**src/seed_defs.svh**
```systemverilog
`ifndef SEED_DEFS_SVH
`define SEED_DEFS_SVH

// first fetch address after reset
`define SEED_RESET_PC 32'h8000_0000

// major opcodes of the four supported instructions
`define SEED_OP_IMM   7'b0010011 // addi
`define SEED_OP_REG   7'b0110011 // add
`define SEED_OP_LOAD  7'b0000011 // ld
`define SEED_OP_STORE 7'b0100011 // sd

// funct3 values that select the supported variants
`define SEED_F3_ADD   3'b000
`define SEED_F3_DWORD 3'b011

// integer register file size
`define SEED_NUM_REGS 32

`endif
```
**src/seed_pkg.sv**
```systemverilog
package seed_pkg;

    typedef logic [63:0] xlen_t;     // one data word
    typedef logic [31:0] addr_t;     // bus byte address
    typedef logic [31:0] inst_t;     // raw instruction word
    typedef logic [4:0]  reg_addr_t; // register index

    // what an instruction does once it leaves decode
    typedef logic [1:0] op_class_t;

    localparam op_class_t op_nop   = 2'd0;
    localparam op_class_t op_alu   = 2'd1;
    localparam op_class_t op_load  = 2'd2;
    localparam op_class_t op_store = 2'd3;

    // execute-stage sequencing, ex_bus waits for the data bus ack
    typedef enum logic [1:0] {
        ex_idle,
        ex_bus,
        ex_done
    } ex_state_t;

endpackage

```
**src/seed_execute.sv**
```systemverilog
`timescale 1ns/1ps

module seed_execute (
    input  logic                clk,
    input  logic                rst_n,
    input  logic                ex_valid,
    input  seed_pkg::op_class_t ex_class,
    input  seed_pkg::reg_addr_t ex_rd,
    input  seed_pkg::xlen_t     ex_a,
    input  seed_pkg::xlen_t     ex_b,
    input  seed_pkg::xlen_t     ex_imm,
    output logic                ex_ready,
    output seed_pkg::reg_addr_t issue_rd,
    output logic                issue_load,
    output logic                retire,
    output logic                dbus_cyc,
    output logic                dbus_stb,
    output logic                dbus_we,
    output seed_pkg::addr_t     dbus_adr,
    output seed_pkg::xlen_t     dbus_dat_w,
    output logic [7:0]          dbus_sel,
    input  seed_pkg::xlen_t     dbus_dat_r,
    input  logic                dbus_ack,
    output logic                wb_en,
    output seed_pkg::reg_addr_t wb_rd,
    output seed_pkg::xlen_t     wb_data
);
    import seed_pkg::*;

    ex_state_t state;
    logic      bus_req;
    logic      is_mem;
    logic      alu_go;  // alu or nop finishes in its first execute cycle
    logic      mem_go;  // a load or store starts its bus access
    xlen_t     eff_addr;
    xlen_t     alu_sum;

    assign is_mem   = (ex_class == op_load) || (ex_class == op_store);
    assign alu_go   = (state == ex_idle) && ex_valid && !is_mem;
    assign mem_go   = (state == ex_idle) && ex_valid && is_mem;
    assign eff_addr = ex_a + ex_imm;
    assign alu_sum  = ex_a + ex_b;

    assign ex_ready   = (state == ex_done) || ((state == ex_idle) && !mem_go);
    assign retire     = (state == ex_done) || alu_go;
    assign issue_rd   = ex_valid ? ex_rd : '0;
    assign issue_load = ex_valid && (ex_class == op_load);

    always_ff @(posedge clk or negedge rst_n) begin
        if (!rst_n) begin
            state   <= ex_idle;
            bus_req <= 1'b0;
            dbus_we <= 1'b0;
            wb_en   <= 1'b0;
        end else begin
            wb_en <= 1'b0;
            case (state)
                ex_idle: begin
                    if (mem_go) begin
                        bus_req <= 1'b1;
                        dbus_we <= (ex_class == op_store);
                        state   <= ex_bus;
                    end else if (alu_go) begin
                        wb_en <= (ex_class == op_alu) && (ex_rd != '0);
                    end
                end
                ex_bus: begin
                    if (dbus_ack) begin // cyc and stb fall in the next cycle
                        bus_req <= 1'b0;
                        dbus_we <= 1'b0;
                        wb_en   <= (ex_class == op_load) && (ex_rd != '0);
                        state   <= ex_done;
                    end
                end
                default: state <= ex_idle;
            endcase
        end
    end

    always_ff @(posedge clk) begin
        if (mem_go) begin
            dbus_adr   <= eff_addr[31:0];
            dbus_dat_w <= ex_b; // store data for sd
        end
        if (alu_go) begin
            wb_rd   <= ex_rd;
            wb_data <= alu_sum;
        end else if (state == ex_bus && dbus_ack) begin
            wb_rd   <= ex_rd;
            wb_data <= dbus_dat_r;
        end
    end

    assign dbus_cyc = bus_req;
    assign dbus_stb = bus_req;
    assign dbus_sel = 8'hff; // always full doubleword accesses

endmodule

```
**config.mk**
```make
export PLATFORM = sky130hd
export DESIGN_NAME = seed_execute
export DESIGN_NICKNAME = d
export VERILOG_FILES = /design/src/seed_defs.svh /design/src/seed_pkg.sv /design/src/seed_execute.sv
export SDC_FILE = /design/constraint.sdc
export NUM_CORES = 1
export LEC_CHECK = 0
export ABC_AREA = 1
export BUFFER_PORTS_ARGS = -buffer_cell sky130_fd_sc_hd__buf_2
export CAP_MARGIN = 40
export CORE_UTILIZATION = 28
export CTS_CLUSTER_DIAMETER = 60
export DETAILED_ROUTE_END_ITERATION = 7
export SETUP_SLACK_MARGIN = 0.3
export SLEW_MARGIN = 30
export SYNTH_ARGS = -nofsm -noshare
export SYNTH_HDL_FRONTEND = slang
export SYNTH_SLANG_ARGS = --single-unit
```
**constraint.sdc**
```tcl
create_clock -name clk -period 10.05 [get_ports clk]
set_input_delay 1.005 -clock clk [delete_from_list [all_inputs] [get_ports clk]]
set_output_delay 1.005 -clock clk [all_outputs]
set_load 0.1 [all_outputs]
```
-- After elaboration in Yosys (flattened, before gate mapping)
Index checks and enable logic that the tools add are counted.
- reduce and logical (&&, ||, !) cells: 19
- div/mod/pow operators: 0
- bitwise gates (word level): 0
- mux-type cells: 17
- multiply operators: 0
- shifts and indexed selects: 0
- eq/ne operators: 7
- add/subtract/negate cells: 2
- order comparisons: 0
- operators by type and width (kind ; count):
    2-to-1 mux 64 bit ; 2
    adder 64 bit ; 1
    adder 32 bit ; 1
    2-to-1 mux 5 bit ; 3
    logical AND 1 bit ; 8
    equality test 2 bit (second input constant) ; 3
    2-to-1 mux 1 bit ; 6
    one-hot mux 1 bit (2 select lines) ; 3
    nonzero test 5 bit ; 1
    equality test 2 x 1 -> 1 bit (second input constant) ; 2
    2-to-1 mux 2 bit ; 2
    inequality test 2 bit (second input constant) ; 2
    one-hot mux 2 bit (2 select lines) ; 1
    nonzero test 2 bit ; 2
    logical OR 1 bit ; 3
    AND reduction 3 bit ; 1
    logical NOT 1 bit ; 2
    logical NOT 2 bit ; 1
    AND reduction 2 bit ; 1
- memory bits (read-only): 0
- bits in writable memories: 0
- input port bits: 267
- memories kept: 0
- register bits after elaboration: 170
- logic and storage cells: 53
- output and inout bits: 185
- latch bits: 0

-- Logic depth before layout (Yosys ltp)
- depth in word-level cells: 7
- gate-level depth with buffers: 15
- gate-level depth less buffers: 15

-- Least setup slack after synthesis
Ideal clock, no wire load.
- kind: input to output
- start: input port ex_valid
- end: output port ex_ready
- data arrival time: 7357 ps
- path slack: 1688 ps
- path buffers: 0
- required time: 9045 ps
- stages on the path: 3
- cell sequence: nand2_1 nor2_1 nor2_1
- longest elaborated chain between the ends: 5
- RTL lines (item ; line ; source):
    from (decl) ; seed_execute.sv:6 ; input logic ex_valid,
    logical AND 1 bit (2 in a row) ; seed_execute.sv:40 ; assign mem_go = (state == ex_idle) && ex_valid && is_mem;
    via mem_go ; seed_execute.sv:34 ; logic mem_go;
    logical NOT 1 bit ; seed_execute.sv:44 ; assign ex_ready = (state == ex_done) || ((state == ex_idle) && !mem_go);
    logical AND 1 bit ; seed_execute.sv:44 ;
    logical OR 1 bit ; seed_execute.sv:44 ;
    to (decl) ; seed_execute.sv:12 ; output logic ex_ready,
The timed path passes the listed nets, and every way through them passes these cells.

-- Worst setup path in the final report
- start: input port ex_valid
- end: output port retire
- longest elaborated chain between the ends: 3
- RTL lines (item ; line ; source):
    logical AND 1 bit (2 in a row) ; seed_execute.sv:39 ; assign alu_go = (state == ex_idle) && ex_valid && !is_mem;
    logical OR 1 bit ; seed_execute.sv:45 ; assign retire = (state == ex_done) || alu_go;
    to (decl) ; seed_execute.sv:15 ; output logic retire,
Every way passes these cells.

==> reports/metrics.yaml <==
outcome:
  outcome: "complete, no violations"
grt:
  overflow: 0
  grt_start_max_net_pins: 58
  antenna_found_initial: 1
  grt_pass1_wl_um: 78960
  grt_use_total: 0.2161
  grt_pass1_vias: 13055
critical_path:
  cpPeakStageDelay_ns: 0.45
  cp-start-kind: "input port"
  cp-end-kind: "output pin"
  crit_type: "input port to output pin"
  cp_slowest_cell: "buf_2"
  critPathArrivalTime_ns: 2.53
  path_cells: "buf_2 > nand2_1 > nor2_4 > buf_4 > clkinv_2 > o21ai_0 > buf_2"
  path_max_fanout: 37
  cp.required_ns: 9.05
  cp_common_cell: "buf_2"
drt:
  remaining_drc_errors: 0
  wl_per_cell_um: 17.91
  wirelength_um: 53560
  ant_nets: 0
  vias: 13695
  via_per_inst: 4.580
  dr.pass1.iters: 6
  drt_iter0_markers: 956
timing:
  finalHoldViolCount: 0
  tightest_slew_ns: 0.6037
  setup_tns_ns: 0
  relSlewSlack: 0.5975
  post-route-period-util: 0.3513
  finClkSkew_ns: 0.01616
  fmax_mhz: 283.2
  setup_viol: 0
  finalCriticalPeriod_ns: 3.531
  rsz0062_at_grt: "no"
  final-max-slew-violation-count: 0
floorplan:
  die_x_um: 223.0
  core_area_um2: 47950
  rows: 80
  dieArea_um2: 49710
  ios: 452
  start_util: 0.2851
  dieHeight_um: 223.0
placement:
  dp_hpwl_um: 45900
  routabilityCongestion: 0.8762
  port_buffers: 411
  dp_cells: 2958
cts:
  cts.path.max_buffers: 2
  clk_pin_slew_ns: 0.07
  postCtsSetupRepairBufs: 0
  cts_buffers: 17
  cts-htree-levels: 4
  postCtsHoldBufs: 0
  clockRootBuffer: "clkbuf_16"
  cts.sinks: 170
  insertion_delay_ns: 0.50
  ctsResizeCount: 0
  cts_tree: "yes"
pwr:
  peakVddDrop_uv: 77.83
  p_comb_frac: 0.420
  netSwitchingFraction: 0.4519
  p_int_uw: 1501
  power_uw: 2738
  pwr-share-clk: 0.260
  power_switching_uw: 1237
  p_leak_uw: 0.009030
  powerDensity_nw_per_um2: 160.0
  seq_power_share: 0.320
logic_synthesis:
  ys_ff_latch: 170
  seq_area_frac_synth: 0.3716
  synthCells: 1941
  ys_warn_count: 0
  synthesis.area_um2: 13670
  syn_avg_cell_area_um2: 7.042
  ys_types: 41
layout:
  fillers: 5190
  instances_no_fill: 2990
  fin_nets: 2726
  drive_above_1_share: 0.2254
  syn_to_final_growth_pct: 25.22
worst_hold_path:
  hp-class: "input port to async pin"
run:
  cap_viol_max_count: 0
-- routing by layer --
| layer | up-vias | wire length, µm | GRT usage |
|---|---|---|---|
| met4 | 0 | 799 | 0.05406 |
| met1 | 6294 | 25290 | 0.2964 |
| met2 | 411 | 24680 | 0.3491 |
| li1 | 6957 | - | - |
| met5 | - | 0 | 0 |
| met3 | 33 | 2786 | 0.03925 |
-- state kept, by name (all words and copies together) (netlist names) --
register and flops:
dbus_we 1, wb_rd 5, dbus_adr 32, dbus_cyc 1
state 2, dbus_dat_w 64, wb_en 1, wb_data 64
-- path summary, 6_finish.rpt --
path	startpoint	endpoint	depth (start not counted)	slack [ns]
max in group asynchronous	rst_n	state[1]	1	9.59
hold reg to reg	dbus_we	dbus_we	2	0.54
min in group clk	dbus_we	dbus_we	2	0.54
setup / recovery	ex_valid	retire	7	6.52
hold / removal	rst_n	wb_en	1	0.32
setup reg to reg	state[0]	wb_data[13]	8	7.38
-- stage by stage --
| stage | hold WS, ns | utilization | setup slack [ns] | area, µm² |
|---|---|---|---|---|
| floorplan | 0.5060 | - | 1.688 | 13700 |
| global placement | 0.4956 | 0.3429 | 6.117 | 16440 |
| detailed placement | 0.5275 | 0.3439 | 6.474 | 16490 |
| CTS | 0.2796 | 0.3564 | 6.466 | 17090 |
| global route | 0.2895 | 0.3569 | 6.360 | 17110 |
| finish | 0.3211 | 0.3570 | 6.519 | 17120 |
-- layout make-up --
type / count / area [µm²] / share of cell area
antenna: 1 / 2.502 / 0.0001462
clock buffer: 17 / 425.4 / 0.02485
clock inverter: 13 / 171.4 / 0.01001
inverter: 351 / 1319 / 0.07705
multi-input combinational: 1405 / 7187 / 0.4199
sequential: 170 / 5080 / 0.2968
tap: 615 / 769.5 / 0.04496
timing repair buffer: 418 / 2162 / 0.1263
-- cell usage in the layout, fill, tap and decap left out, types with 3 or more instances in the layout --
| cell | n |
|---|---|
| a21boi_0 | 3 |
| a21o_1 | 6 |
| a21oi_1 | 80 |
| buf_2 | 411 |
| buf_4 | 4 |
| bufinv_16 | 3 |
| clkbuf_16 | 17 |
| clkinv_1 | 5 |
| clkinv_4 | 3 |
| conb_1 | 8 |
| dfrtp_1 | 5 |
| edfxtp_1 | 165 |
| ha_1 | 94 |
| inv_1 | 341 |
| inv_2 | 5 |
| nand2_1 | 745 |
| nand2_2 | 28 |
| nand3_1 | 92 |
| nand3_2 | 10 |
| nand3b_1 | 9 |
| nand4_1 | 15 |
| nor2_1 | 128 |
| nor2_2 | 27 |
| nor2_4 | 3 |
| nor3_1 | 17 |
| nor3_2 | 5 |
| o21a_1 | 3 |
| o21ai_0 | 38 |
| o21ai_1 | 16 |
| o21bai_1 | 5 |
| xnor2_1 | 30 |
| xor2_1 | 26 |
-- worst max-delay path: cells and delay by family --
family,cells,cell delay [ns]
AO/OA/AOI/OAI,1,0.10
buffers and inverters,4,1.15
AND/OR/NAND/NOR,2,0.25
-- kinds of logic after synthesis --
family          synth area share
flops                     0.3716
xor+xnor                 0.03588
other cells            0.0002743
compound gates           0.06179
buf+inv                   0.1056
simple gates              0.3358
fa+ha+maj                0.08897
-- power groups by stage --
stage / clock network (µW) / registers, µW / logic (µW)
after CTS: 734 / 878 / 1150
final: 712 / 877 / 1150
after global routing: 758 / 882 / 1230
after global placement: 0 / 892 / 1140
after detailed placement: 0 / 893 / 1150
after floorplan: 0 / 1300 / 448
-- Yosys cell counts (all sizes together) --
cell type  count  area share
o21ai         56       0.021
nand3b         9      0.0049
conb           1     0.00027
edfxtp       165        0.36
ha            94       0.086
nand4         15      0.0069
nand2        774        0.22
o21bai         5      0.0027
o2111ai        1     0.00064
inv          347       0.095
buf           15      0.0073
o211ai         1     0.00055
a21o           6      0.0033
a21boi         3      0.0016
fa             2      0.0029
a31oi          1     0.00046
nor3          24       0.012
clkinv         4      0.0011
nor2         158       0.049
o21a           3      0.0016
dfrtp          5      0.0092
or2            2     0.00092
xnor2         30       0.019
o22ai          1     0.00046
clkbuf         7      0.0019
a21oi         80       0.029
xor2          26       0.017
nand3        102       0.041
nor4           3      0.0023
and2           1     0.00046
No activity file was read; power rests on OpenSTA's default activity.
