File: src/seed_defs.svh
`ifndef SEED_DEFS_SVH
`define SEED_DEFS_SVH

// first fetch address after reset
`define SEED_RESET_PC 32'h8000_0000

// major opcodes of the four supported instructions
`define SEED_OP_IMM   7'b0010011 // addi
`define SEED_OP_REG   7'b0110011 // add
`define SEED_OP_LOAD  7'b0000011 // ld
`define SEED_OP_STORE 7'b0100011 // sd

// funct3 values that select the supported variants
`define SEED_F3_ADD   3'b000
`define SEED_F3_DWORD 3'b011

// integer register file size
`define SEED_NUM_REGS 32

`endif
File: src/seed_pkg.sv
package seed_pkg;

    typedef logic [63:0] xlen_t;     // one data word
    typedef logic [31:0] addr_t;     // bus byte address
    typedef logic [31:0] inst_t;     // raw instruction word
    typedef logic [4:0]  reg_addr_t; // register index

    // what an instruction does once it leaves decode
    typedef logic [1:0] op_class_t;

    localparam op_class_t op_nop   = 2'd0;
    localparam op_class_t op_alu   = 2'd1;
    localparam op_class_t op_load  = 2'd2;
    localparam op_class_t op_store = 2'd3;

    // execute-stage sequencing, ex_bus waits for the data bus ack
    typedef enum logic [1:0] {
        ex_idle,
        ex_bus,
        ex_done
    } ex_state_t;

endpackage

File: src/seed_hazard.sv
`timescale 1ns/1ps

module seed_hazard (
    input  logic                clk,
    input  logic                rst_n,
    input  seed_pkg::reg_addr_t rs1,
    input  seed_pkg::reg_addr_t rs2,
    input  logic                src_valid,
    input  seed_pkg::reg_addr_t issue_rd,
    input  logic                issue_load,
    input  logic                issue,
    input  logic                retire,
    input  seed_pkg::reg_addr_t wb_rd,
    input  logic                wb_en,
    output logic                stall
);
    import seed_pkg::*;

    logic      ex_pend; // execute holds an instruction that has not retired
    logic      wb_pend; // an alu result sits in writeback, not yet in the register file
    reg_addr_t wb_q;
    logic      ex_live;

    function automatic logic src_busy(input reg_addr_t src);
        logic hit_ex;
        logic hit_wb;
        hit_ex = ex_live && (src == issue_rd);
        hit_wb = wb_pend && (src == wb_q);
        return (src != '0) && (hit_ex || hit_wb);
    endfunction

    // issue_rd already reads x0 for stores and nops
    assign ex_live = ex_pend && (issue_rd != '0);

    always_ff @(posedge clk or negedge rst_n) begin
        if (!rst_n) begin
            ex_pend <= 1'b0;
            wb_pend <= 1'b0;
        end else begin
            if (issue) begin
                ex_pend <= 1'b1; // a new instruction enters execute at this edge
            end else if (retire) begin
                ex_pend <= 1'b0; // loads only get here after their ack
            end
            // a load retires in its own writeback cycle, so only alu results move here
            if (retire && !issue_load && issue_rd != '0) begin
                wb_pend <= 1'b1;
            end else if (wb_en && wb_rd == wb_q) begin
                wb_pend <= 1'b0;
            end
        end
    end

    always_ff @(posedge clk) begin
        if (retire && !issue_load && issue_rd != '0) begin
            wb_q <= issue_rd;
        end
    end

    assign stall = src_valid && (src_busy(rs1) || src_busy(rs2));

endmodule

File: config.mk
export PLATFORM = sky130hd
export DESIGN_NAME = seed_hazard
export DESIGN_NICKNAME = d
export VERILOG_FILES = /design/src/seed_defs.svh /design/src/seed_pkg.sv /design/src/seed_hazard.sv
export SDC_FILE = /design/constraint.sdc
export NUM_CORES = 1
export LEC_CHECK = 0
export BUFFER_PORTS_ARGS = -buffer_cell sky130_fd_sc_hd__buf_2
export CORE_UTILIZATION = 41
export CTS_BUF_LIST = sky130_fd_sc_hd__clkbuf_4 sky130_fd_sc_hd__clkbuf_8
export DETAILED_ROUTE_END_ITERATION = 12
export MAX_ROUTING_LAYER = met4
export PLACE_DENSITY = 0.78
export SYNTH_ARGS = -nofsm -noshare
export SYNTH_HDL_FRONTEND = slang
export SYNTH_SLANG_ARGS = --single-unit
File: constraint.sdc
create_clock -name clk -period 1.3 [get_ports clk]
set_clock_uncertainty 0.05 [all_clocks]
set_input_delay 0.065 -clock clk [delete_from_list [all_inputs] [get_ports clk]]
set_output_delay 0.065 -clock clk [all_outputs]
set_load 0.01 [all_outputs]
Word level (Yosys, flattened, before mapping)
Cells that the tools add are included.
- register bits: 7
- bits of input ports: 27
- output and inout port bits: 1
- eq/ne operators: 5
- multiplexer cells: 4
- reduce and logical (&&, ||, !) cells: 20
- operator list (cell ; count):
    == test 5 bit ; 5
    nonzero test 5 bit ; 3
    logical AND 1 bit ; 11
    two-way mux 1 bit ; 4
    nonzero test 2 bit ; 2
    logical OR 1 bit ; 3
    logical NOT 1 bit ; 1

Logic depth before layout (Yosys ltp)
Gate-level depths: netlist (run 1).
- word-level depth: 7
- depth in mapped cells: 5
- gate-level depth less buffers: 5

Least setup slack after synthesis (run 1)
OpenSTA, ideal clock, no wires.
- path type: reg-to-output
- start: reg wb_q[4]
- end: out stall
- data arrival time: 1197 ps
- setup slack: -12 ps
- stages on the path, launching flop included: 5
- path buffers: 0
- cells stage by stage: edfxtp_1 xor2_1 nor4_1 a31oi_1 o22ai_1
- cells in the longest elaborated chain, start to end: 6
- RTL lines (element ; RTL line ; RTL):
    start: declaration ; seed_hazard.sv:21 ; reg_addr_t wb_q;
    start signal: assignment ; seed_hazard.sv:56 ; wb_q <= issue_rd;
    == test 5 bit ; seed_hazard.sv:28 ; hit_wb = wb_pend && (src == wb_q);
    logical AND 1 bit ; seed_hazard.sv:28 ;
    logical OR 1 bit ; seed_hazard.sv:29 ; return (src != '0) && (hit_ex || hit_wb);
    logical AND 1 bit ; seed_hazard.sv:29 ;
    logical OR 1 bit (*) ; seed_hazard.sv:60 ; assign stall = src_valid && (src_busy(rs1) || src_busy(rs2));
    logical AND 1 bit (*) ; seed_hazard.sv:60 ;
    end: declaration ; seed_hazard.sv:15 ; output logic stall
Mark *: on every way between the ends. The rest lies on a longest branch, timed or not.

Worst setup path in the final report (run 1)
- start: reg wb_q[1]
- end: out stall
The elaborated chain is that of the path after synthesis.

==> impl_metrics.json, run 1 <==
{
  "ys_ff_latch": 7,
  "cp_max_fo": 3,
  "area_growth_pct": 55.1,
  "synth_top_area_share_pct": 27.1,
  "run_status": "finished with violations",
  "drtPass1Iterations": 4,
  "met2_usage_pct": 41.7,
  "die_h_um": 38.8,
  "hold_viol_final": 0,
  "cts_sinks": 7,
  "timing.final.ws_setup_ns": -0.406,
  "p_comb_share_pct": 30.1,
  "port_buffers": 27,
  "grt_overflow": 0,
  "die-area_mm2": 0.00150,
  "syn-cell-area_um2": 554,
  "power.density_mw_per_mm2": 818,
  "min_period_over_period_pct": 131,
  "avgViaCountPerCell": 5.15,
  "cp_top_family": "flip-flops",
  "grt_max_degree": 7,
  "syn-num-nets": 82,
  "yosysTopAreaCell": "edfxtp_1",
  "critPathMaxStageDelay_ns": 0.45,
  "grtUsageMet1_pct": 25.3,
  "ys_types": 16,
  "clock_latency_ns": 0.25,
  "antenna_found_initial": 0,
  "ios": 28,
  "cts_tree": "yes",
  "cp.required_ns": 1.19,
  "violations": "setup timing",
  "power.internal_uw": 511,
  "hold_path_class": "in2reg",
  "core_area_mm2": 0.00119,
  "drtIter0Drc": 11,
  "root_buffer": "clkbuf_4",
  "globalRouteMet3Util_pct": 2.31,
  "fmax_mhz": 586,
  "finalMaxSlewViolations": 0,
  "clkTransAtPathRegs_ns": 0.05,
  "crit_path_end_kind": "output pin",
  "cts.path.max_buffers": 2,
  "grt_pass1_wl_mm": 2.33,
  "start_util_pct": 46.7,
  "wl_mm": 1.52,
  "num_rows": 12,
  "route.detailed.drc": 0,
  "synthCells": 55,
  "routed-via-count": 572,
  "ant_nets": 0,
  "sw_frac_of_total_pct": 27.3,
  "p_clk_share_pct": 31.1,
  "die_x_um": 38.8,
  "slew_headroom_pct": 69.3,
  "hpwlAfterDp_mm": 1.17,
  "rsz0062_at_grt": "true",
  "worstMarginPinSlew_ns": 0.458,
  "power_frac_seq_pct": 38.8,
  "fin_crit_ns": 1.71,
  "cts_buffers": 3,
  "ir_drop_uv": 541,
  "diodes": 0,
  "critPathLaunchType": "register",
  "routabilityCongestion": 0.902,
  "crit_slowest_cell": "edfxtp_1",
  "synth-seq-area-share_pct": 36.1,
  "switchingPower_uw": 192,
  "p_leak_uw": 0.000362,
  "syn_avg_cell_area_um2": 10.1,
  "cp_num_buf_inv": 1,
  "grt_pass1_vias": 606,
  "htreeDepth": 1,
  "ys_top_cells_by_area": "edfxtp_1, xnor2_1, xor2_1",
  "worstPathCellList": "xor2_1, nor4_1, a31oi_1, o22ai_2, buf_2",
  "grt_most_used_layer": "met2",
  "setup_viol": 2,
  "max-cap-violations": 0,
  "crit_type": "reg2out",
  "crit_arrival_ns": 1.59,
  "wire_per_inst_um": 13.7,
  "nNetsFinal": 125,
  "final_common_cell": "buf_2",
  "track_usage_pct": 23.7,
  "final_core_util_pct": 72.5,
  "whs_ns": 0.00948,
  "fillers": 91,
  "yosysWarnings": 0,
  "drive_gt1_share_pct": 47.4,
  "final_cell_mix": "buf_2, xnor2_1, xor2_1"
}
## registers in the layout, summed over array words and instances (netlist names)
name and flops:
wb_q 5, ex_pend 1, wb_pend 1
## logic make-up (layout without fill, tap and decap cells)
group,Yosys count,after routing,share of synthesized area (%)
xor gates and xnor gates,25,25,39.5
and+or+nand+nor,15,15,15.8
AOI/OAI and AO/OA,7,7,7.90
DFF,7,7,36.1
buffers and inverters,1,43,0.677
## power by group through the flow
stage | registers [uW] | clock network (uW) | logic, uW
floorplan | 276 | 0 | 88.7
global placement | 277 | 0 | 181
detailed placement | 278 | 0 | 185
CTS | 273 | 220 | 197
global route | 274 | 235 | 229
finish | 273 | 219 | 212
## metrics by stage
step | setup WS [ns] | std cells | area, um2 | total power (uW) | TNS (ns)
finish | -0.406 | 111 | 860 | 703 | -0.566
global route | -0.502 | 111 | 860 | 738 | -0.695
CTS | -0.417 | 110 | 830 | 690 | -0.537
detailed placement | -0.181 | 103 | 766 | 463 | -1.01
global placement | -0.168 | 103 | 766 | 458 | -0.906
floorplan | 0.0148 | 55 | 561 | 364 | 0
## worst register-to-register path, stage by stage, from the launching register on
cell and delay [ns]:
edfxtp_1 0.44, buf_6 0.15, xor2_2 0.14, nor4_2 0.29, nand3_1 0.11, a21o_1 0.17
## routing by layer
metal,vias up,wire (um)
li1,283,-
met1,261,635
met2,25,798
met3,3,79
met4,0,9
met5,-,0
## synthesized netlist by cell type
master and instances:
o22ai_1 1, o21ai_0 2, or4_1 3, xnor2_1 13, nand3_1 1, inv_1 1
dfrtp_1 2, xor2_1 12, nor4_1 3, nand4_1 2, nand2_1 2, a31oi_1 2
a21o_1 2, edfxtp_1 5, nor3_1 3, nor2_2 1
## timing repair
| item | in CTS | in global routing |
|---|---|---|
| cloned | 0 | 0 |
| pin swaps | 1 | 7 |
| setup endpoints to repair | 2 | 7 |
| hold buffers | 2 | 0 |
| buffers inserted | 1 | 2 |
| endpoints found under the hold margin | 3 | 0 |
| gates resized for setup | 1 | 4 |
## area by class of cell
class	count	area [um2]	share of cell area [%]
well taps	14	17.5	2.04
clock buffers	4	30.0	3.49
inverters	1	3.75	0.437
repair buffers	38	226	26.3
multi-input cells	47	382	44.4
flip-flops and latches	7	200	23.3
## worst paths after layout
path,start,slack (ns),cells after the start,to
worst max-delay path,wb_q[1]$_DFFE_PP_,-0.41,5,stall
worst min register to register,wb_pend$_DFFE_PN0P_,0.47,1,wb_pend$_DFFE_PN0P_
worst min-delay path,issue_rd[0],0.009,1,wb_q[0]$_DFFE_PP_
max in group asynchronous,rst_n,1.01,2,ex_pend$_DFFE_PN0P_
min in group asynchronous,rst_n,0.08,2,wb_pend$_DFFE_PN0P_
worst max register to register,wb_q[4]$_DFFE_PP_,-0.16,5,wb_pend$_DFFE_PN0P_
Power figures use the tool's default switching activity.
==> run 2, diff against run 1 <==
==> constraint.sdc (replaced) <==
create_clock -name clk -period 1.3 [get_ports clk]
set_clock_uncertainty 0.05 [all_clocks]
set_input_delay 0.325 -clock clk [delete_from_list [all_inputs] [get_ports clk]]
set_output_delay 0.325 -clock clk [all_outputs]
set_load 0.01 [all_outputs]
==> run 2 against run 1 <==
Net effect: the flow still finishes with violations (setup timing); worst setup slack got worse by 0.32 ns; clock power increased by 3%; core utilization increased by 3.7 points; sequential power about the same; flip-flop and latch count unchanged; worst hold slack improved by 0.19 ns; die area unchanged.
==> impl_metrics.json, run 2 (synthesis gave the netlist of run 1 again) <==
{
  "run_status": "finished with violations",
  "violations": "setup timing",
  "clock_latency_ns": 0.26,
  "fin_crit_ns": 2.03,
  "crit_path_end_kind": "output pin",
  "antenna_found_initial": 0,
  "crit_type": "reg2out",
  "rsz0062_at_grt": "true",
  "total_power_uw": 728,
  "ir_drop_uv": 567,
  "wl_mm": 1.75,
  "final_common_cell": "buf_2",
  "grt_max_degree": 7,
  "cts_sinks": 7,
  "slew_headroom_pct": 75.6,
  "fillers": 89,
  "start_util_pct": 46.7,
  "htreeDepth": 1,
  "hpwlAfterDp_mm": 1.30,
  "port_buffers": 27,
  "power_frac_seq_pct": 37.7,
  "route.detailed.drc": 0,
  "nNetsFinal": 129,
  "finalMaxSlewViolations": 0,
  "sw_frac_of_total_pct": 28.4,
  "worstPathCellList": "xor2_1, nor4_1, a31oi_1, o22ai_1, buf_2",
  "drive_gt1_share_pct": 49.5,
  "crit_slowest_cell": "edfxtp_1",
  "core_area_mm2": 0.00119,
  "hold_path_class": "in2reg",
  "cts_tree": "yes",
  "max-cap-violations": 0,
  "num_rows": 12,
  "grt_pass1_wl_mm": 2.44,
  "avgViaCountPerCell": 5.30,
  "grt_pass1_vias": 604,
  "top_register": "wb_q",
  "ant_nets": 0,
  "crit_start": "wb_q[4]$_DFFE_PP_",
  "root_buffer": "clkbuf_4",
  "cts.path.max_buffers": 2,
  "p_leak_uw": 0.000386,
  "cts_buffers": 3,
  "min_period_over_period_pct": 156,
  "p_clk_share_pct": 30.9,
  "largest_reg_flops": 5,
  "p_comb_share_pct": 31.4,
  "reg2reg_from": "wb_q[3]$_DFFE_PP_",
  "die_h_um": 38.8,
  "area_growth_pct": 63.0,
  "switchingPower_uw": 207,
  "clkTransAtPathRegs_ns": 0.05,
  "place_ws_ns": -0.624,
  "min_from": "issue",
  "die-area_mm2": 0.00150,
  "final_cell_mix": "buf_2, xnor2_1, xor2_1, buf_4, edfxtp_1",
  "power.internal_uw": 521,
  "drtIter0Drc": 22,
  "track_usage_pct": 25.7,
  "grt_overflow": 0,
  "reg_top3": "wb_q x5, ex_pend x1, wb_pend x1",
  "diodes": 0,
  "worstMarginPinSlew_ns": 0.364,
  "routed-via-count": 609,
  "die_x_um": 38.8,
  "hold_viol_final": 0,
  "routabilityCongestion": 0.941,
  "timing.final.ws_setup_ns": -0.730,
  "wire_per_inst_um": 15.2,
  "cp_num_buf_inv": 1,
  "crit_arrival_ns": 1.66,
  "cp_max_fo": 3,
  "fmax_mhz": 493,
  "critPathMaxStageDelay_ns": 0.44,
  "cp.required_ns": 0.93,
  "drtPass1Iterations": 4,
  "setup_viol": 7,
  "ios": 28,
  "cp_top_family": "flip-flops",
  "critPathLaunchType": "register",
  "power.density_mw_per_mm2": 806
}
[run 2: changes by cell type in the layout (fill, tap and decap cells not counted), sizes merged]
cell         before  now
dlygate4sd3       2    1
buf              36   41
[run 2: final cells by class]
class / instances / area, um2 / share of cell area (%)
clock buffers: 4 / 30.0 / 3.32
inverters: 1 / 3.75 / 0.416
multi-input cells: 47 / 384 / 42.5
flip-flops and latches: 7 / 200 / 22.2
well taps: 14 / 17.5 / 1.94
repair buffers: 42 / 268 / 29.6
[run 2: power groups by stage]
stage / logic [uW] / clock network, uW / registers (uW)
after floorplan: 86.6 / 0 / 276
after global placement: 196 / 0 / 275
after detailed placement: 203 / 0 / 276
after CTS: 214 / 226 / 272
after global routing: 243 / 240 / 275
final: 229 / 225 / 274
[run 2: worst paths after layout]
check	endpoint	slack, ns	cells after the start
hold reg to reg	ex_pend$_DFFE_PN0P_	0.48	1
min in group asynchronous	wb_pend$_DFFE_PN0P_	0.33	2
max in group asynchronous	ex_pend$_DFFE_PN0P_	0.77	2
setup / recovery	stall	-0.73	5
hold / removal	ex_pend$_DFFE_PN0P_	0.20	2
setup reg to reg	wb_pend$_DFFE_PN0P_	-0.18	5
[run 2: what timing repair did]
item | 4_1_cts | 5_1_grt
pin swaps | 8 | 5
hold buffers | 1 | 0
hold endpoints to repair | 2 | 0
setup buffers | 2 | 1
resized for setup | 4 | 6
endpoints found under the setup margin | 7 | 7
[run 2: worst reg2reg max path: stages, from the launching register on]
cell and delay, ns:
edfxtp_1 0.46, buf_6 0.17, xor2_2 0.14, nor4_2 0.25, nand3_1 0.13, a21o_1 0.18
[run 2: routing by layer]
metal	GRT usage [%]	up-vias	part of all wire (%)
met3	3.47	7	4.6
met4	18.1	0	2.7
met1	27.2	273	42
met2	43.8	36	51
li1	-	293	-
met5	-	-	0
[run 2: through the flow]
stage / std cells / instance area [um2] / hold WS, ns / utilization (%) / setup TNS [ns]
floorplan: 55 / 554 / -0.0206 / - / -0.996
global placement: 110 / 812 / 0.0634 / 68.5 / -3.59
detailed placement: 110 / 812 / 0.0699 / 68.5 / -3.95
CTS: 115 / 872 / 0.203 / 73.5 / -0.906
global route: 115 / 903 / 0.197 / 76.2 / -1.05
finish: 115 / 903 / 0.200 / 76.2 / -0.916
