### src/seed_defs.svh
`ifndef SEED_DEFS_SVH
`define SEED_DEFS_SVH

// first fetch address after reset
`define SEED_RESET_PC 32'h8000_0000

// major opcodes of the four supported instructions
`define SEED_OP_IMM   7'b0010011 // addi
`define SEED_OP_REG   7'b0110011 // add
`define SEED_OP_LOAD  7'b0000011 // ld
`define SEED_OP_STORE 7'b0100011 // sd

// funct3 values that select the supported variants
`define SEED_F3_ADD   3'b000
`define SEED_F3_DWORD 3'b011

// integer register file size
`define SEED_NUM_REGS 32

`endif
### src/seed_pkg.sv
package seed_pkg;

    typedef logic [63:0] xlen_t;     // one data word
    typedef logic [31:0] addr_t;     // bus byte address
    typedef logic [31:0] inst_t;     // raw instruction word
    typedef logic [4:0]  reg_addr_t; // register index

    // what an instruction does once it leaves decode
    typedef logic [1:0] op_class_t;

    localparam op_class_t op_nop   = 2'd0;
    localparam op_class_t op_alu   = 2'd1;
    localparam op_class_t op_load  = 2'd2;
    localparam op_class_t op_store = 2'd3;

    // execute-stage sequencing, ex_bus waits for the data bus ack
    typedef enum logic [1:0] {
        ex_idle,
        ex_bus,
        ex_done
    } ex_state_t;

endpackage

### src/seed_decode.sv
`timescale 1ns/1ps
`include "seed_defs.svh"

module seed_decode (
    input  logic                clk,
    input  logic                rst_n,
    input  logic                inst_valid,
    input  seed_pkg::inst_t     inst,
    input  logic                stall,
    input  logic                ex_ready,
    output logic                taken,
    output seed_pkg::reg_addr_t rs1,
    output seed_pkg::reg_addr_t rs2,
    output seed_pkg::op_class_t src_class,
    input  seed_pkg::xlen_t     rdata1,
    input  seed_pkg::xlen_t     rdata2,
    output logic                ex_valid,
    output seed_pkg::op_class_t ex_class,
    output seed_pkg::reg_addr_t ex_rd,
    output seed_pkg::xlen_t     ex_a,
    output seed_pkg::xlen_t     ex_b,
    output seed_pkg::xlen_t     ex_imm
);
    import seed_pkg::*;

    logic [6:0] opcode;
    logic [2:0] funct3;
    logic [6:0] funct7;
    xlen_t      imm_i;
    xlen_t      imm_s;
    logic       uses_rs2;
    logic       writes_rd;

    assign opcode = inst[6:0];
    assign funct3 = inst[14:12];
    assign funct7 = inst[31:25];
    assign imm_i  = {{52{inst[31]}}, inst[31:20]};
    assign imm_s  = {{52{inst[31]}}, inst[31:25], inst[11:7]};

    always_comb begin
        src_class = op_nop; // anything unrecognized just flows through as a nop
        if (inst_valid) begin
            case (opcode)
                `SEED_OP_IMM: begin
                    if (funct3 == `SEED_F3_ADD) src_class = op_alu;
                end
                `SEED_OP_REG: begin
                    if (funct3 == `SEED_F3_ADD && funct7 == 7'd0) src_class = op_alu;
                end
                `SEED_OP_LOAD: begin
                    if (funct3 == `SEED_F3_DWORD) src_class = op_load;
                end
                `SEED_OP_STORE: begin
                    if (funct3 == `SEED_F3_DWORD) src_class = op_store;
                end
                default: src_class = op_nop;
            endcase
        end
    end

    assign uses_rs2  = (src_class == op_store) ||
                       (src_class == op_alu && opcode == `SEED_OP_REG);
    assign writes_rd = (src_class == op_alu) || (src_class == op_load);

    // unused sources read as x0 so the hazard unit ignores them
    assign rs1   = (src_class != op_nop) ? inst[19:15] : '0;
    assign rs2   = uses_rs2 ? inst[24:20] : '0;
    assign taken = inst_valid && !stall && ex_ready;

    always_ff @(posedge clk or negedge rst_n) begin
        if (!rst_n) begin
            ex_valid <= 1'b0;
            ex_class <= op_nop;
        end else if (ex_ready) begin
            ex_valid <= taken;
            ex_class <= taken ? src_class : op_nop;
        end
    end

    always_ff @(posedge clk) begin
        if (taken) begin
            ex_rd  <= writes_rd ? inst[11:7] : '0; // stores carry no destination
            ex_a   <= rdata1;
            ex_b   <= uses_rs2 ? rdata2 : imm_i;   // addi folds its immediate in here
            ex_imm <= (src_class == op_store) ? imm_s : imm_i;
        end
    end

endmodule

### config.mk
export PLATFORM = sky130hd
export DESIGN_NAME = seed_decode
export DESIGN_NICKNAME = d
export VERILOG_FILES = /design/src/seed_pkg.sv /design/src/seed_decode.sv
export VERILOG_INCLUDE_DIRS = /design/src
export SDC_FILE = /design/constraint.sdc
export NUM_CORES = 1
export LEC_CHECK = 0
export ABC_AREA = 1
export BUFFER_PORTS_ARGS = -buffer_cell sky130_fd_sc_hd__buf_4
export CAP_MARGIN = 5
export CORE_AREA = 2 2 146 148
export CTS_CLUSTER_SIZE = 16
export DETAILED_ROUTE_END_ITERATION = 6
export DIE_AREA = 0 0 148 150
export PLACE_DENSITY = 0.66
export SLEW_MARGIN = 20
export SYNTH_ARGS = -nofsm -noshare
export SYNTH_HDL_FRONTEND = slang
export SYNTH_SLANG_ARGS = --single-unit
### constraint.sdc
create_clock -name clk -period 20 [get_ports clk]
set_input_delay 2 -clock clk [delete_from_list [all_inputs] [get_ports clk]]
set_output_delay 2 -clock clk [all_outputs]
set_load 0.03 [all_outputs]
Word level (Yosys, flattened, before mapping). Cells that the tools add are included.

Logic and storage cells: 35. Output and inout bits: 213. Flip-flop bits (word level): 148.

Equality and inequality tests: 8. Reductions and logical operators: 10. Mux-type cells: 11.

Operators with widths (number): 2-to-1 mux 64 bit (1); 2-to-1 mux 5 bit (3); == test 7 x 6 -> 1 bit, second input constant (2); 2-to-1 mux 2 bit (4); one-hot mux 2 bit (4 select lines) (1); == test 7 x 2 -> 1 bit, second input constant (1); == test 7 x 5 -> 1 bit, second input constant (1); zero test 7 bit (1); == test 2 bit, second input constant (2); logical AND 1 bit (4); == test 3 x 2 -> 1 bit, second input constant (1); zero test 3 bit (1); == test 2 x 1 -> 1 bit, second input constant (1); logical OR 1 bit (2); 2-to-1 mux 1 bit (2); nonzero test 2 bit (1); zero test 1 bit (1).

Longest topological paths before layout. Gate-level depths: netlist of the first run.

Depth in word-level cells: 9. Depth in mapped cells: 14. Depth with buffers taken out: 12.

Worst setup path after synthesis of the first run. OpenSTA, ideal clock, no wires.

Kind: input port to output port. Start: in stall. End: out taken. Arrival: 12.692 ns. Stages: 1. Slack: 5.308 ns. Cells stage by stage: nor3_1.

Cells in the longest elaborated chain, start to end: 3.

Ends and longest elaborated chain: start: declaration (RTL line seed_decode.sv:9) `input logic stall,`; zero test 1 bit (RTL line seed_decode.sv:68) `assign taken = inst_valid && !stall && ex_ready;`; logical AND 1 bit (2 in a row) (RTL line seed_decode.sv:68); end: declaration (RTL line seed_decode.sv:11) `output logic taken,`.

No other way between the ends.

Worst setup path after layout of the first run.
Start: in inst[29]. End: out rs2[3].

Cells in the longest elaborated chain, start to end: 9. Elaborated cells on any way between the ends: 10. Those cells by class: eq/ne (2); mux (4); reduce/logical (4).

Ends and longest elaborated chain: start: declaration (RTL line seed_decode.sv:8) `input seed_pkg::inst_t inst,`; zero test 7 bit (*) (RTL line seed_decode.sv:48) `` if (funct3 == `SEED_F3_ADD && funct7 == 7'd0) src_class = op_alu; ``; logical AND 1 bit (*) (RTL line seed_decode.sv:48); 2-to-1 mux 1 bit (*) (RTL line seed_decode.sv:48); one-hot mux 2 bit (4 select lines) (*) (RTL line seed_decode.sv:43) `case (opcode)`; 2-to-1 mux 2 bit (*) (RTL line seed_decode.sv:42) `if (inst_valid) begin`; == test 2 x 1 -> 1 bit (RTL line seed_decode.sv:62) `` (src_class == op_alu && opcode == `SEED_OP_REG); ``; logical AND 1 bit (no source line); logical OR 1 bit (*) (RTL line seed_decode.sv:61) `assign uses_rs2 = (src_class == op_store) ||`; 2-to-1 mux 5 bit (*) (RTL line seed_decode.sv:67) `assign rs2 = uses_rs2 ? inst[24:20] : '0;`; end: declaration (RTL line seed_decode.sv:13) `output seed_pkg::reg_addr_t rs2,`.

Mark *: on every way between the ends. The rest lies on a longest branch, timed or not.

==> flow_summary.yaml, run 1 <==
placement:
  dp.cells: 1028
  dp_hpwl_um: 13000
  port_buffers: 377
  gp_congestion: 0.801
timing:
  tightest_slew_ns: 0.968
  finClkSkew_ns: 0
  finalSetupViolations: 0
  slew_headroom_pct: 35.4
  fmax_mhz: 162
  setup_tns_ns: 0
  finalHoldViolations: 0
  finalCritPeriodShare_pct: 30.9
  rsz0062_at_grt: "no"
  maxSlewViolCount: 0
  fin_crit_ns: 6.19
  holdWs_ns: 0.495
power:
  leakage_uw: 0.00407
  swShare_pct: 27.3
  peakVddDrop_v: 0.0000461
  p_int_uw: 569
  p_seq_share_pct: 46.0
  switchingPower_uw: 213
  power_frac_comb_pct: 13.7
  pwr-share-clk_pct: 40.2
  power_density_mw_per_mm2: 85.5
finish:
  diodes: 0
  instances_no_fill: 1060
  drive_gt1_share_pct: 53.5
  layout_commonest_cell: "buf_4"
  nFillCells: 1979
  seq_area_mm2: 0.00443
  layout_common_cells: "buf_4, nand2_1, edfxtp_1"
  finish.utilization_pct: 44.2
  multi_input_area_um2: 827
  syn2layout_area_growth_pct: 56.9
  nets: 940
logic_synthesis:
  synthAdderAreaFrac_pct: 0.643
  yosys_warnings: 0
  synth_top_family_by_area: "simple AND/OR/NAND/NOR gates"
  synthMuxAreaShare_pct: 0
  synth_compound_area_share_pct: 0.600
  syn_inst: 437
  synth_xor_area_share_pct: 0
  synthSimpleGateAreaFrac_pct: 12.8
  ys_seq_elements: 148
  netlist_area_mm2: 0.00583
  seq_area_frac_synth_pct: 75.9
  syn_area_per_cell_um2: 13.4
  ys_types: 18
  syn-num-nets: 605
clock_tree:
  cts_setup_buffers: 0
  cts_tree: "yes"
  cts.sinks: 148
  cts_buffers: 17
  cts_resized: 0
  cts_hold_buf: 0
  cts_root_buf: "clkbuf_16"
  path_clk_slew_ns: 0.07
  htreeDepth: 4
  clk_path_buf_depth: 2
  clkLatencyLatePin_ns: 0.42
floorplanning:
  dieHeight_um: 150
  dieArea_mm2: 0.0222
  boundaryPins: 378
  rows: 53
  core-area_mm2: 0.0207
  initial_core_util_pct: 28.2
  fp.dieW_um: 148
grt:
  grt_pass1_wl_um: 23900
  grt_overflow: 0
  grt_pass1_vias: 4063
  grt.total_usage_pct: 14.5
  antenna_found_initial: 0
  grt_max_degree: 78
critical_path:
  critPathLaunchType: "primary input"
  worstSetupPathType: "primary input to primary output"
  worstPathCellList: "buf_4 > nor2_1 > nand2_1 > o21ai_0 > nand3_1 > nand2_1 > nand2_1 > inv_1 > ha_1 > inv_1 > nand2_2 > inv_1 > nor2_1 > buf_4"
  end_kind: "primary output"
  required_ns: 18.00
  crit_arrival_ns: 4.19
  critPathSlowestCell: "ha_1"
  crit_fanout: 13
  slowest_delay_ns: 0.34
drt:
  drc: 0
  dr_total_vias: 4251
  wl_per_cell_um: 16.2
  drtPass1Iterations: 4
  wirelength_um: 17200
  viasPerCell: 4.01
  antenna_left: 0
  drtIter0Drc: 227
status:
  status: "finished, final reports clean"
run:
  cap_violations: 0
min_path:
  min_path_type: "register to register"
-- per-stage QoR --
stage / total power, uW / setup slack, ns / area, um2
2_1_floorplan: 427 / 5.31 / 5830
3_3_place_gp: 475 / 13.82 / 8560
3_5_place_dp: 476 / 13.75 / 8560
4_1_cts: 793 / 13.74 / 9150
5_1_grt: 812 / 13.46 / 9150
6_report: 783 / 13.81 / 9150
-- cell families (layout without fill, tap and decap cells) --
family          after synthesis  after routing
compound gates                7              7
fa+ha+maj                     3              3
buf+inv                      90            438
flops                       148            148
simple gates                189            189
-- power by group through the flow --
stage               Combinational (uW)  Clock, uW  Sequential, uW
global placement                   108          0             367
floorplan                         26.4          0             400
global route                       113        337             361
finish                             107        315             360
CTS                                109        324             361
detailed placement                 109          0             367
-- state kept, by name (all words and copies together) (netlist names) --
name	flops
ex_a	64
ex_b	64
ex_class	2
ex_imm	12
ex_rd	5
ex_valid	1
-- per-layer routing --
layer  global-route usage [%]  part of all wire (%)  up-vias
li1                         -                     -     2083
met1                     15.4                    35     1934
met2                     26.5                    54      216
met3                     5.58                   9.2       18
met4                     4.52                   1.7        0
met5                        0                     0        -
-- cells in the mapped netlist --
library cell	count	share of area, %
buf_1	1	0.064
buf_2	6	0.51
buf_4	52	6.7
buf_6	6	1.2
clkbuf_1	2	0.13
dfrtp_1	3	1.3
edfxtp_1	145	75
ha_1	3	0.64
inv_1	23	1.5
nand2_1	153	9.8
nand3_1	14	1.2
nand3_2	1	0.17
nor2_1	17	1.1
nor3_1	1	0.086
nor3_2	1	0.17
nor3b_1	1	0.13
o21ai_0	7	0.60
or2_2	1	0.11
-- path summary, 6_finish.rpt --
check / from / to / slack [ns] / cells past startpoint
worst max-delay path: inst[29] / rs2[3] / 13.81 / 14
worst min-delay path: ex_valid$_DFFE_PN0P_ / ex_valid$_DFFE_PN0P_ / 0.49 / 2
worst max register to register: ex_class[1]$_DFFE_PN0P_ / ex_class[1]$_DFFE_PN0P_ / 19.38 / 2
worst min register to register: ex_valid$_DFFE_PN0P_ / ex_valid$_DFFE_PN0P_ / 0.49 / 2
max in group asynchronous: rst_n / ex_valid$_DFFE_PN0P_ / 18.54 / 1
min in group asynchronous: rst_n / ex_class[0]$_DFFE_PN0P_ / 1.36 / 1
-- worst max-delay path: cells and delay by family --
family | cells | cell delay, ns
AOI/OAI and AO/OA | 1 | 0.25
adders and majority gates | 1 | 0.34
buffers and inverters | 5 | 0.82
and+or+nand+nor | 7 | 0.79
-- cell type report --
| class | instances | area share, % |
|---|---|---|
| inverter | 23 | 0.943 |
| multi-input combinational | 199 | 9.04 |
| clock buffer | 17 | 4.65 |
| clock inverter | 15 | 1.80 |
| tap | 275 | 3.76 |
| sequential | 148 | 48.4 |
| timing repair buffer | 383 | 31.4 |
Note: power is estimated with default switching activity, not from simulation.
==> run 2: changes to the inputs <==
--- a/config.mk
+++ b/config.mk
@@ -9,11 +9,11 @@
 export ABC_AREA = 1
 export BUFFER_PORTS_ARGS = -buffer_cell sky130_fd_sc_hd__buf_4
 export CAP_MARGIN = 5
-export CORE_AREA = 2 2 146 148
+export CORE_AREA = 2 2 148 150
 export CTS_CLUSTER_SIZE = 16
 export DETAILED_ROUTE_END_ITERATION = 6
-export DIE_AREA = 0 0 148 150
-export PLACE_DENSITY = 0.66
+export DIE_AREA = 0 0 150 152
+export PLACE_DENSITY = 0.64
 export SLEW_MARGIN = 20
 export SYNTH_ARGS = -nofsm -noshare
 export SYNTH_HDL_FRONTEND = slang
==> constraint.sdc (replaced) <==
create_clock -name clk -period 5.78 [get_ports clk]
set_input_delay 0.578 -clock clk [delete_from_list [all_inputs] [get_ports clk]]
set_output_delay 0.578 -clock clk [all_outputs]
set_load 0.03 [all_outputs]
==> run 2 against run 1 <==
Effect of this change: first-iteration DRC count grew 7.0%; critical path type unchanged; cell count grew 0.75%; largest cell class unchanged; critical endpoint is now rs2[2]; sequential share of layout area shrank 0.18 points; largest power group unchanged; critical path depth shrank 1.
==> flow_summary.yaml, run 2 (synthesis results as in run 1) <==
status:
  status: "finished, final reports clean"
finish:
  nFillCells: 2042
  nets: 941
  drive_gt1_share_pct: 53.4
  finish.utilization_pct: 43.0
  syn2layout_area_growth_pct: 57.5
  design_area_mm2: 0.00919
  layout_commonest_cell: "buf_4"
  top_regs: "ex_a: 64 flops, ex_b: 64 flops, ex_imm: 12 flops"
  layout_common_cells: "buf_4, nand2_1, edfxtp_1"
critical_path:
  crit_fanout: 13
  rr_startpoint: "ex_class[1]$_DFFE_PN0P_"
  crit_arrival_ns: 2.73
  critPathLaunchType: "primary input"
  end_kind: "primary output"
  required_ns: 5.20
  reg2reg_depth: 2
  worstSetupPathType: "primary input to primary output"
  cp-startpoint: "inst[14]"
placement:
  gp_congestion: 0.769
  placed_area_mm2: 0.00857
  dpl_worst_slack_ns: 2.47
  dp_hpwl_um: 13000
  port_buffers: 377
timing:
  finalSetupViolations: 0
  slew_headroom_pct: 54.3
  finalCritPeriodShare_pct: 57.3
  fin_crit_ns: 3.31
  tightest_slew_ns: 0.685
  worst_slack_ns: 2.47
  maxSlewViolCount: 0
  finalHoldViolations: 0
  rsz0062_at_grt: "no"
  fmax_mhz: 302
  setup_tns_ns: 0
  finClkSkew_ns: 0
drt:
  wl_per_cell_um: 16.0
  dr_total_vias: 4323
  drc: 0
  drtPass1Iterations: 4
  antenna_left: 0
  wirelength_um: 17100
  drtIter0Drc: 243
  viasPerCell: 4.05
clock_tree:
  cts_tree: "yes"
  cts_root_buf: "clkbuf_16"
  cts_buffers: 17
  clk_path_buf_depth: 2
  cts_resized: 0
  cts_setup_buffers: 0
  cts.sinks: 148
  path_clk_slew_ns: 0.07
  clkLatencyLatePin_ns: 0.41
  htreeDepth: 4
grt:
  grt_pass1_wl_um: 24500
  grt_pass1_vias: 4147
  antenna_found_initial: 2
  grt_overflow: 0
  grt.total_usage_pct: 14.5
  grt_max_degree: 65
min_path:
  min_path_type: "primary input to register"
  hold_start: "rdata1[38]"
  min_path_cells: 1
run:
  cap_violations: 0
floorplanning:
  rows: 54
  boundaryPins: 378
  dieHeight_um: 152
  dieArea_mm2: 0.0228
  initial_core_util_pct: 27.3
  fp.dieW_um: 150
  core-area_mm2: 0.0214
power:
  leakage_uw: 0.00408
  peakVddDrop_v: 0.000169
  power_density_mw_per_mm2: 297
==> run 2: changes by cell type in the layout (fill, tap and decap cells not counted), sizes merged <==
cell         change
clkinvlp         -1
dlygate4sd3      +1
inv              +1
diode            +2
==> run 2: power breakdown <==
part | total (uW) | switching [uW] | internal [uW]
Sequential | 1250 | 14.0 | 1230
Clock | 1110 | 522 | 586
Combinational | 372 | 215 | 157
==> run 2: repair_timing <==
item                                    CTS  global route
endpoints found under the setup margin    0             0
hold endpoints to repair                  3             0
hold buffers                              1             0
==> run 2: path summary, 6_finish.rpt <==
check	to	slack [ns]
min in group asynchronous	ex_class[0]$_DFFE_PN0P_	0.49
max	rs2[2]	2.47
max in group asynchronous	ex_valid$_DFFE_PN0P_	5.19
max reg2reg	ex_class[1]$_DFFE_PN0P_	5.15
min reg2reg	ex_valid$_DFFE_PN0P_	0.49
min	ex_a[38]$_DFFE_PP_	0.33
==> run 2: cell type report <==
| type | instances | area [um2] | area share (%) |
|---|---|---|---|
| Multi-Input combinational cell | 199 | 833 | 9.07 |
| Antenna cell | 2 | 5.00 | 0.0545 |
| Inverter | 23 | 86.3 | 0.940 |
| Tap cell | 280 | 350 | 3.81 |
| Clock buffer | 17 | 425 | 4.63 |
| Sequential cell | 148 | 4430 | 48.2 |
| Clock inverter | 15 | 173 | 1.88 |
| Timing Repair Buffer | 384 | 2890 | 31.4 |
==> run 2: worst max-delay path, stage by stage <==
cell and delay, ns:
buf_4 0.11, or2_2 0.28, nor2_1 0.19, nand3_1 0.09, nand2_1 0.09, nand2_1 0.07, inv_1 0.10, ha_1 0.36
inv_1 0.30, nand2_2 0.15, inv_1 0.11, nor2_1 0.13, buf_4 0.17
==> run 2: through the flow <==
step                hold WS, ns  total power (uW)  std cells
floorplan                 0.282              1470        437
global placement          0.369              1640       1033
detailed placement        0.371              1650       1033
CTS                       0.305              2770       1066
global route              0.302              2830       1068
finish                    0.331              2730       1068
==> run 2: metal layers <==
layer	vias up	wire length (um)	GRT usage, %
met3	18	1670	4.35
met5	-	0	0
met2	219	8760	24.5
met4	0	374	6.65
li1	2084	-	-
met1	2002	6290	16.7
==> run 3: changes to the inputs <==
==> constraint.sdc (replaced) <==
create_clock -name clk -period 3.3 [get_ports clk]
set_input_delay 0.33 -clock clk [delete_from_list [all_inputs] [get_ports clk]]
set_output_delay 0.33 -clock clk [all_outputs]
set_load 0.03 [all_outputs]
==> run 3 against run 2 <==
Effect of this change: total power grew 74%; combinational power grew 77%; first-iteration DRC count grew 8.6%; hold slack lost 0.25 ns; core utilization grew 0.29 points; sequential power grew 74%; largest power group unchanged.
==> flow_summary.yaml, run 3 (synthesis results as in run 1) <==
clock_tree:
  cts.sinks: 148
  path_clk_slew_ns: 0.07
  cts_buffers: 17
  cts_root_buf: "clkbuf_16"
  cts_setup_buffers: 0
  cts_hold_buf: 1
  htreeDepth: 4
  cts_tree: "yes"
  cts_resized: 0
  clkLatencyLatePin_ns: 0.42
  clk_path_buf_depth: 2
finish:
  top_regs: "ex_a: 64 flops, ex_b: 64 flops, ex_imm: 12 flops"
  layout_common_cells: "buf_4, nand2_1, edfxtp_1"
  multi_input_area_um2: 833
  nFillCells: 2010
  syn2layout_area_growth_pct: 58.5
  seq_area_mm2: 0.00443
  finish.utilization_pct: 43.3
  nets: 948
  drive_gt1_share_pct: 54.0
  layout_commonest_cell: "buf_4"
  diodes: 0
drt:
  viasPerCell: 4.04
  drc: 0
  dr_total_vias: 4336
  wl_per_cell_um: 15.8
  wirelength_um: 16900
  drtIter0Drc: 264
  drtPass1Iterations: 4
  antenna_left: 0
floorplanning:
  initial_core_util_pct: 27.3
  fp.dieW_um: 150
  core-area_mm2: 0.0214
  dieHeight_um: 152
  dieArea_mm2: 0.0228
  rows: 54
  boundaryPins: 378
placement:
  port_buffers: 377
  dp_hpwl_um: 13000
  gp_congestion: 0.773
power:
  peakVddDrop_v: 0.000284
  power_density_mw_per_mm2: 512
  leakage_uw: 0.00411
timing:
  maxSlewViolCount: 0
  finalHoldViolations: 0
  tightest_slew_ns: 0.682
  fmax_mhz: 360
  slew_headroom_pct: 54.4
  fin_crit_ns: 2.78
  finalSetupViolations: 0
  rsz0062_at_grt: "no"
  finClkSkew_ns: 0
  holdWs_ns: 0.0844
  finalCritPeriodShare_pct: 84.3
grt:
  antenna_found_initial: 0
  grt_pass1_vias: 4127
  grt_max_degree: 60
  grt.total_usage_pct: 14.2
  grt_overflow: 0
  grt_pass1_wl_um: 24100
critical_path:
  crit_arrival_ns: 2.45
  worstSetupPathType: "primary input to primary output"
  crit_fanout: 12
  end_kind: "primary output"
  critPathLaunchType: "primary input"
  required_ns: 2.97
run:
  cap_violations: 0
min_path:
  min_path_type: "primary input to register"
status:
  status: "finished, final reports clean"
-- run 3: metrics by stage --
| stage | total power [uW] | TNS (ns) | setup WS [ns] | cells | instance area, um2 |
|---|---|---|---|---|---|
| after detailed placement | 2890 | 0 | 0.482 | 1040 | 8650 |
| after global placement | 2880 | 0 | 0.516 | 1040 | 8650 |
| after CTS | 4800 | 0 | 0.474 | 1073 | 9250 |
| after global routing | 4910 | 0 | 0.260 | 1073 | 9250 |
| after floorplan | 2570 | -180.61 | -1.26 | 437 | 5850 |
| final | 4740 | 0 | 0.519 | 1073 | 9250 |
-- run 3: cell type report --
class | count | area share [%]
Inverter | 23 | 0.933
Clock inverter | 15 | 1.76
Sequential cell | 148 | 47.9
Clock buffer | 17 | 4.60
Timing Repair Buffer | 391 | 32.0
Multi-Input combinational cell | 199 | 9.01
Tap cell | 280 | 3.79
-- run 3: final timing paths --
check,slack (ns),to,from,depth (start not counted)
max in group asynchronous,2.97,ex_valid$_DFFE_PN0P_,rst_n,2
min in group asynchronous,0.24,ex_class[0]$_DFFE_PN0P_,rst_n,2
setup / recovery,0.52,rs2[3],inst[14],13
hold reg to reg,0.49,ex_class[0]$_DFFE_PN0P_,ex_class[0]$_DFFE_PN0P_,2
hold / removal,0.08,ex_a[58]$_DFFE_PP_,rdata1[58],1
setup reg to reg,2.68,ex_class[1]$_DFFE_PN0P_,ex_class[1]$_DFFE_PN0P_,2
-- run 3: worst max-delay path, stage by stage --
cell and delay [ns]:
buf_4 0.10, or2_2 0.28, nor2_1 0.21, nand3_1 0.11, nand2_1 0.09, nand2_1 0.07, inv_1 0.10, ha_1 0.36
inv_1 0.12, nand2_2 0.24, inv_1 0.15, nor2_1 0.11, buf_4 0.17
-- run 3: where the power goes --
part	internal, uW	switching (uW)	total (uW)
registers	2160	24.0	2180
clock network	1010	882	1900
logic	281	376	657
-- run 3: per-layer routing --
metal | GRT usage (%) | vias to the layer above | share of wire, %
li1 | - | 2099 | -
met2 | 25.2 | 217 | 52
met3 | 5.38 | 15 | 9.9
met1 | 15.3 | 2005 | 36
met4 | 4.85 | 0 | 1.5
met5 | 0 | - | 0
